[src/trellis_config.svh]
//----------------------------------------------------------------------
// Build-time sizes for the trace-back back end
// TB_DEPTH is both the table depth and the bits per trace; keep it a
// power of two so the age counters wrap cleanly
// OUT_SPACING must not exceed the symbol strobe spacing
//----------------------------------------------------------------------

`ifndef TRELLIS_CONFIG_SVH
`define TRELLIS_CONFIG_SVH

// Trace-back depth in symbols, also bits per trace
`define TB_DEPTH 8

// Width of one path metric, unsigned, larger is better
`define METRIC_BITS 10

// Clocks between output bit strobes
`define OUT_SPACING 4

`endif

[src/trellisPkg.sv]
//----------------------------------------------------------------------
// Shared types for the 20-state trellis trace-back
// Metric width comes from the config header
//----------------------------------------------------------------------

`default_nettype none

`include "trellis_config.svh"

package trellisPkg;

   //-------------------------------------------------------------------
   // Trellis size
   //-------------------------------------------------------------------
   localparam int NUM_STATES = 20;

   // State number 0..19
   typedef logic [4:0] stateIndex_t;

   // One survivor bit per state, bit i is state i
   typedef logic [NUM_STATES-1:0] survivorWord_t;

   //-------------------------------------------------------------------
   // Metrics
   //-------------------------------------------------------------------
   typedef logic [`METRIC_BITS-1:0] pathMetric_t;   // Unsigned, larger wins

   // Element i belongs to state i
   typedef pathMetric_t [NUM_STATES-1:0] pathMetricArray_t;

endpackage

`default_nettype wire

[src/bestStateFinder.sv]
//----------------------------------------------------------------------
// Index of the largest path metric, registered on symEn
// Ties go to the lowest state; result held until the next strobe
//----------------------------------------------------------------------

`timescale 1ns/1ps
`default_nettype none

module bestStateFinder (
   input  logic                         clk,
   input  logic                         reset,
   input  logic                         symEn,
   input  trellisPkg::pathMetricArray_t metrics,
   output trellisPkg::stateIndex_t      bestIndex
);

   import trellisPkg::*;

   // Tree is padded to a power of two, leaves live at LEAVES..2*LEAVES-1
   localparam int LEAVES = 32;

   pathMetric_t nodeMetric [1:2*LEAVES-1];
   stateIndex_t nodeIndex  [1:2*LEAVES-1];

   //-------------------------------------------------------------------
   // Comparison tree
   //-------------------------------------------------------------------
   always_comb begin
      // Real states
      for (int i = 0; i < NUM_STATES; i++) begin
         nodeMetric[LEAVES+i] = metrics[i];
         nodeIndex[LEAVES+i]  = stateIndex_t'(i);
      end

      // Padding leaves sit right of every real state and lose any tie
      for (int i = NUM_STATES; i < LEAVES; i++) begin
         nodeMetric[LEAVES+i] = '0;
         nodeIndex[LEAVES+i]  = stateIndex_t'(i);
      end

      // Left child always covers the lower indices
      for (int n = LEAVES-1; n >= 1; n--) begin
         if (nodeMetric[2*n+1] > nodeMetric[2*n]) begin
            nodeMetric[n] = nodeMetric[2*n+1];
            nodeIndex[n]  = nodeIndex[2*n+1];
         end else begin
            nodeMetric[n] = nodeMetric[2*n];   // Equal keeps the lower state
            nodeIndex[n]  = nodeIndex[2*n];
         end
      end
   end

   //-------------------------------------------------------------------
   // Result register
   //-------------------------------------------------------------------
   always_ff @(posedge clk) begin
      if (reset) begin
         bestIndex <= '0;
      end else if (symEn) begin
         bestIndex <= nodeIndex[1];   // Root of the tree
      end
   end

endmodule

`default_nettype wire

[src/survivorTable.sv]
//----------------------------------------------------------------------
// Last TB_DEPTH survivor words, one shift register per state
// Age 0 is the newest symbol; the read port is combinational
//----------------------------------------------------------------------

`timescale 1ns/1ps
`default_nettype none

`include "trellis_config.svh"

module survivorTable (
   input  logic                          clk,
   input  logic                          reset,
   input  logic                          symEn,
   input  trellisPkg::survivorWord_t     sel,
   input  logic [$clog2(`TB_DEPTH)-1:0]  readAge,
   output trellisPkg::survivorWord_t     column
);

   import trellisPkg::*;

   // Bit a of stateSr[s] is the decision of state s, a symbols ago
   logic [`TB_DEPTH-1:0] stateSr [NUM_STATES];

   //-------------------------------------------------------------------
   // Shift in one column per symbol
   //-------------------------------------------------------------------
   always_ff @(posedge clk) begin
      if (reset) begin
         for (int s = 0; s < NUM_STATES; s++) begin
            stateSr[s] <= '0;
         end
      end else if (symEn) begin
         for (int s = 0; s < NUM_STATES; s++) begin
            stateSr[s] <= {stateSr[s][`TB_DEPTH-2:0], sel[s]};   // Oldest drops off
         end
      end
   end

   //-------------------------------------------------------------------
   // Read the whole column at one age
   //-------------------------------------------------------------------
   always_comb begin
      for (int s = 0; s < NUM_STATES; s++) begin
         column[s] = stateSr[s][readAge];
      end
   end

endmodule

`default_nettype wire

[src/traceBackEngine.sv]
//----------------------------------------------------------------------
// Arms a trace on every TB_DEPTH-th symbol and walks the table back,
// one bit per clock starting at age 0
// Assumes no symbol strobe arrives while a trace is running
//----------------------------------------------------------------------

`timescale 1ns/1ps
`default_nettype none

`include "trellis_config.svh"

module traceBackEngine (
   input  logic                          clk,
   input  logic                          reset,
   input  logic                          symEn,
   input  trellisPkg::stateIndex_t       bestIndex,
   input  trellisPkg::survivorWord_t     column,
   output logic [$clog2(`TB_DEPTH)-1:0]  readAge,
   output logic                          pushEn,
   output logic                          pushBit,
   output logic                          traceDone
);

   import trellisPkg::*;

   localparam int AGE_BITS = $clog2(`TB_DEPTH);
   localparam logic [AGE_BITS-1:0] LAST_AGE = AGE_BITS'(`TB_DEPTH - 1);

   logic [AGE_BITS-1:0] symCount;   // Strobes since the last trace
   logic [AGE_BITS-1:0] step;       // Age being read
   logic                active;
   logic                arm;
   stateIndex_t         stateReg;
   stateIndex_t         curState;

   // Bit 0 moves +7, bit 1 moves +13, both modulo 20
   function automatic stateIndex_t nextState(input stateIndex_t s, input logic b);
      logic [5:0] sum;
      sum = {1'b0, s} + (b ? 6'd13 : 6'd7);
      if (sum >= 6'(NUM_STATES)) begin
         sum = sum - 6'(NUM_STATES);
      end
      return sum[4:0];
   endfunction

   //-------------------------------------------------------------------
   // Symbol counter
   //-------------------------------------------------------------------
   assign arm = symEn && (symCount == LAST_AGE);

   always_ff @(posedge clk) begin
      if (reset) begin
         symCount <= '0;
      end else if (symEn) begin
         if (arm) begin
            symCount <= '0;
         end else begin
            symCount <= symCount + 1'b1;
         end
      end
   end

   //-------------------------------------------------------------------
   // Step control
   //-------------------------------------------------------------------
   always_ff @(posedge clk) begin
      if (reset) begin
         active <= 1'b0;
         step   <= '0;
      end else if (arm) begin
         active <= 1'b1;   // Table and bestIndex update on this same edge
         step   <= '0;
      end else if (active) begin
         if (step == LAST_AGE) begin
            active <= 1'b0;
            step   <= '0;
         end else begin
            step <= step + 1'b1;
         end
      end
   end

   //-------------------------------------------------------------------
   // State walk
   //-------------------------------------------------------------------
   // First step starts from the max-metric state directly
   assign curState = (step == '0) ? bestIndex : stateReg;

   always_ff @(posedge clk) begin
      if (active) begin
         stateReg <= nextState(curState, pushBit);
      end
   end

   assign readAge   = step;
   assign pushEn    = active;
   assign pushBit   = column[curState];            // Survivor bit of the current state
   assign traceDone = active && (step == LAST_AGE);  // With the last push

endmodule

`default_nettype wire

[src/bitLifo.sv]
//----------------------------------------------------------------------
// Bit stack, TB_DEPTH deep, played back newest first
// Pops start OUT_SPACING clocks after traceDone, then every OUT_SPACING
// Pushes and pops of one trace must not overlap the next trace
//----------------------------------------------------------------------

`timescale 1ns/1ps
`default_nettype none

`include "trellis_config.svh"

module bitLifo (
   input  logic clk,
   input  logic reset,
   input  logic pushEn,
   input  logic pushBit,
   input  logic traceDone,
   output logic decision,
   output logic decisionValid
);

   localparam int AW         = $clog2(`TB_DEPTH);
   localparam int PTR_BITS   = $clog2(`TB_DEPTH + 1);
   localparam int SPACE_BITS = $clog2(`OUT_SPACING) + 1;

   logic [`TB_DEPTH-1:0]  stack;
   logic [PTR_BITS-1:0]   ptr;       // Number of bits held
   logic [AW-1:0]         topIdx;
   logic                  popping;
   logic [SPACE_BITS-1:0] spaceCnt;  // Clocks left to the next pop

   assign topIdx = AW'(ptr - 1'b1);

   always_ff @(posedge clk) begin
      if (reset) begin
         stack    <= '0;
         ptr      <= '0;
         popping  <= 1'b0;
         spaceCnt <= '0;
      end else begin
         if (pushEn) begin
            stack[AW'(ptr)] <= pushBit;
            ptr             <= ptr + 1'b1;
         end

         if (traceDone) begin
            popping  <= 1'b1;
            spaceCnt <= SPACE_BITS'(`OUT_SPACING - 1);
         end else if (decisionValid) begin
            ptr      <= ptr - 1'b1;
            spaceCnt <= SPACE_BITS'(`OUT_SPACING - 1);
            if (ptr == PTR_BITS'(1)) begin
               popping <= 1'b0;   // Stack empty after this pop
            end
         end else if (popping) begin
            spaceCnt <= spaceCnt - 1'b1;
         end
      end
   end

   assign decisionValid = popping && (spaceCnt == '0);
   assign decision      = stack[topIdx];   // Last pushed comes out first

endmodule

`default_nettype wire

[src/trellisTraceback.sv]
//----------------------------------------------------------------------
// Trace-back back end of the 20-state trellis demodulator
// Symbol strobes must be at least TB_DEPTH+2 clocks apart
// Arming strobe to first decisionValid is TB_DEPTH+OUT_SPACING clocks
//----------------------------------------------------------------------

`timescale 1ns/1ps
`default_nettype none

`include "trellis_config.svh"

module trellisTraceback (
   input  logic                         clk,
   input  logic                         reset,
   input  logic                         symEn,
   input  trellisPkg::survivorWord_t    sel,
   input  trellisPkg::pathMetricArray_t metrics,
   output logic                         decision,
   output logic                         decisionValid
);

   import trellisPkg::*;

   stateIndex_t                 bestIndex;
   survivorWord_t               column;
   logic [$clog2(`TB_DEPTH)-1:0] readAge;
   logic                        pushEn;
   logic                        pushBit;
   logic                        traceDone;

   //-------------------------------------------------------------------
   // Per-symbol front: start state and survivor history
   //-------------------------------------------------------------------
   bestStateFinder bestStateFinder_i (
      .clk       (clk),
      .reset     (reset),
      .symEn     (symEn),
      .metrics   (metrics),
      .bestIndex (bestIndex)
   );

   survivorTable survivorTable_i (
      .clk     (clk),
      .reset   (reset),
      .symEn   (symEn),
      .sel     (sel),
      .readAge (readAge),
      .column  (column)
   );

   //-------------------------------------------------------------------
   // Walk back and reverse into time order
   //-------------------------------------------------------------------
   traceBackEngine traceBackEngine_i (
      .clk       (clk),
      .reset     (reset),
      .symEn     (symEn),
      .bestIndex (bestIndex),
      .column    (column),
      .readAge   (readAge),
      .pushEn    (pushEn),
      .pushBit   (pushBit),
      .traceDone (traceDone)
   );

   bitLifo bitLifo_i (
      .clk           (clk),
      .reset         (reset),
      .pushEn        (pushEn),
      .pushBit       (pushBit),
      .traceDone     (traceDone),
      .decision      (decision),
      .decisionValid (decisionValid)
   );

endmodule

`default_nettype wire

[config.mk]
export PLATFORM = sky130hd
export DESIGN_NAME = trellisTraceback
export DESIGN_NICKNAME = d
export VERILOG_FILES = /design/src/trellisPkg.sv /design/src/bestStateFinder.sv /design/src/survivorTable.sv /design/src/traceBackEngine.sv /design/src/bitLifo.sv /design/src/trellisTraceback.sv
export VERILOG_INCLUDE_DIRS = /design/src
export SDC_FILE = /design/constraint.sdc
export NUM_CORES = 1
export LEC_CHECK = 0
export ABC_CLOCK_PERIOD_IN_PS = 14500
export BUFFER_PORTS_ARGS = -buffer_cell sky130_fd_sc_hd__buf_2
export CORE_AREA = 2 2 167 169
export CTS_CLUSTER_DIAMETER = 40
export DETAILED_ROUTE_END_ITERATION = 7
export DIE_AREA = 0 0 169 171
export PLACE_DENSITY = 0.81
export SLEW_MARGIN = 20
export SYNTH_ARGS = -nofsm -noshare
export SYNTH_HDL_FRONTEND = slang
export SYNTH_SLANG_ARGS = --single-unit
[constraint.sdc]
create_clock -name clk -period 14.5 [get_ports clk]
set_input_delay 2.9 -clock clk [delete_from_list [all_inputs] [get_ports clk]]
set_output_delay 2.9 -clock clk [all_outputs]
set_load 0.05 [all_outputs]
==> impl_metrics.yaml <==
run_status:
  status: "completed"
route:
  route.vias.total: 12100
  via_per_inst: 5.78
  route.met3.wl_um: 1590
  drtAntennaViolNets: 0
  drt_pre_antenna_iters: 8
  wl_met2_um: 17200
  top_layer_used: "met4"
  drc: 0
  wl_per_cell_um: 16.5
  drt_iter0_drc: 712
  wl_met1_um: 14900
  finalWirelength_um: 34500
timing:
  timing.fmax_mhz: 80.0
  worst_slew_pin_slew_ps: 1040
  worst_clock_skew_ps: 8.51
  finalHoldViolCount: 0
  maxSlewHeadroom: 0.309
  whs_ps: 505
  period_needed_ps: 12500
  fin_ws_ps: 2000
  setup_tns_ps: 0
  rsz0062_at_grt: "no"
  drv_slew: 0
  period_share: 0.862
  setup_viol: 0
synth:
  synthCells: 1530
  synth_edf_count: 165
  synth_fp_nets: 1955
  synth.top_cell.area_share: 0.314
  yosysWarnings: 0
  synth_area_leaders: "edfxtp_1 (31%), ha_1 (16%), mux2i_1 (7.9%), mux4_2 (7.4%), and2_1 (5.7%)"
  async_flop_share: 0
  synth-xor-area-share: 0.00721
  synth_cell_types: 73
  ys_ff_latch: 193
  syn_area_sq_um: 15800
  synth_flop_cell: "edfxtp_1"
  synth_compound_area_frac: 0.100
  synth-seq-area-share: 0.349
  synthSimpleGateAreaFrac: 0.143
  yosys.area.top_type: "edfxtp_1"
  synthAdderAreaFrac: 0.161
  synth_top_family_by_area: "multiplexers"
  synth_mux_area_frac: 0.177
  syn_area_per_cell_sq_um: 10.3
clock_network:
  cts_buffer_depth: 2
  h-tree-depth: 4
  clkSinkCount: 193
  postCtsHoldBufs: 0
  cts_tree: "built"
  cts-root-buf: "clkbuf_16"
  clock_latency_ps: 430
  post_cts_buffers: 0
  clk_pin_slew_ps: 70
  cts_resized: 0
  cts_buffers: 17
finish:
  final_util: 0.651
  final_common_cell: "buf_2"
  layoutNonFillerInstCount: 2089
  mostFrequentLayoutCells: "buf_2 (224), ha_1 (201), inv_1 (194), edfxtp_1 (165), and2_1 (145)"
  finalNetCount: 2154
  finish.instance_area_sq_um: 17800
  drive_above_1_share: 0.211
  n_fill_cell: 2106
  area_delta_synth_final_pct: 12.7
global_route:
  grt_max_degree: 145
  antenna_found_initial: 1
  grt_usage: 0.240
  grt_overflow_total: 0
  grt_pass1_wl_um: 56100
  grt_pass1_vias: 12000
power_and_ir_drop:
  max-vdd-ir-drop_uv: 117
  power.leakage_nw: 8.47
  power_mw: 2.07
  p_per_area_nw_per_um2: 116
place:
  dp_hpwl_um: 26600
  numPortBuffers: 224
  dpl.cell_count: 2055
  placed_area_sq_um: 17200
  place_congestion: 0.890
  dp_slack_ps: 1590
critical_path:
  max_stage_delay_ps: 840
  cp.arrival_ps: 12830
  critPathSlowestCell: "nor3_2"
  critPathCaptureType: "flop"
  crit_path_max_fanout: 21
  crit_top_cell: "ha_1"
  critPathKind: "input pin to flop"
  worst_ep_required_time_ps: 14830
  setup.worst_path.start_class: "input pin"
floorplan:
  die_area_sq_um: 28900
  core_region_area_sq_um: 27300
  start_util: 0.578
  ios: 225
  die_y_um: 171
  die_w_um: 169
  num_rows: 61
worst_hold_path:
  min_path_type: "flop to flop"
run:
  maxCapViolCount: 0
[final cells by class]
class                   instances  area [sq um]  area share
flip-flops and latches        193          5520       0.310
well taps                     346           433      0.0243
diodes                          1          2.50    0.000141
repair buffers                237          1230      0.0692
clock inverters                12           108     0.00604
inverters                     196           741      0.0416
multi-input cells            1084          9330       0.524
clock buffers                  20           437      0.0245
[sequential cells by signal (all words and copies together) (netlist names)]
name,cells
survivorTable_i.stateSr,160
bitLifo_i.stack,8
bestStateFinder_i.bestIndex,5
traceBackEngine_i.stateReg,5
bitLifo_i.ptr,4
bitLifo_i.spaceCnt,3
traceBackEngine_i.readAge,3
traceBackEngine_i.symCount,3
bitLifo_i.popping,1
traceBackEngine_i.pushEn,1
[cell families after synthesis]
group	Yosys count
xor+xnor	13
compound gates	238
simple gates	424
mux	206
buf+inv	253
flops	193
fa+ha+maj	203
[worst paths after layout]
check / to / slack [ps] / start / depth (start not counted)
max reg2reg: traceBackEngine_i.stateReg[3]$_DFFE_PP_ / 8330 / traceBackEngine_i.readAge[2]$_SDFFE_PP0P_ / 17
min: bitLifo_i.stack[2]$_SDFFE_PP0P_ / 500 / bitLifo_i.stack[2]$_SDFFE_PP0P_ / 2
min reg2reg: bitLifo_i.stack[2]$_SDFFE_PP0P_ / 500 / bitLifo_i.stack[2]$_SDFFE_PP0P_ / 2
max: bestStateFinder_i.bestIndex[0]$_SDFFE_PP0P_ / 2000 / metrics[84] / 41
[critical path, delay by kind of cell]
kind | cells | cell delay [ps]
AND/OR/NAND/NOR | 12 | 3320
multiplexers | 3 | 940
adder cells (fa/ha/maj) | 5 | 1530
buffers and inverters | 4 | 660
AO/OA/AOI/OAI | 17 | 3470
[routing by layer]
metal  global-route usage  up-vias
met1                0.299     5726
met2                0.425      343
met5                    0        -
li1                     -     5942
met3               0.0375       70
met4               0.0836        0
[where the power goes]
part	internal (mW)	leakage [nW]	switching, mW
registers	0.646	2.04	0.0179
logic	0.430	6.17	0.539
clock network	0.237	0.263	0.201
total	1.31	8.47	0.758
[cells in the mapped netlist, types with 3 or more instances]
| library cell | number |
|---|---|
| a221oi_1 | 4 |
| o22ai_1 | 3 |
| nand3_1 | 22 |
| dfxtp_1 | 28 |
| a2111oi_2 | 3 |
| mux2_4 | 13 |
| a21oi_1 | 79 |
| clkbuf_1 | 40 |
| nor2_1 | 81 |
| nor4_1 | 3 |
| nor2b_1 | 22 |
| o21ai_0 | 30 |
| ha_1 | 201 |
| buf_2 | 5 |
| nand4_1 | 33 |
| mux2_2 | 15 |
| nor3_1 | 23 |
| xor2_1 | 3 |
| buf_1 | 9 |
| a21o_1 | 37 |
| edfxtp_1 | 165 |
| nand3b_1 | 4 |
| and2_1 | 145 |
| a211oi_1 | 12 |
| nand2_1 | 69 |
| inv_1 | 195 |
| and4_1 | 3 |
| a2111oi_0 | 7 |
| o21ai_1 | 13 |
| nand2b_1 | 8 |
| mux4_2 | 52 |
| xnor2_1 | 10 |
| o21a_1 | 7 |
| a31oi_1 | 9 |
| o211ai_1 | 3 |
| mux2i_1 | 124 |
Power figures use the tool's default switching activity.
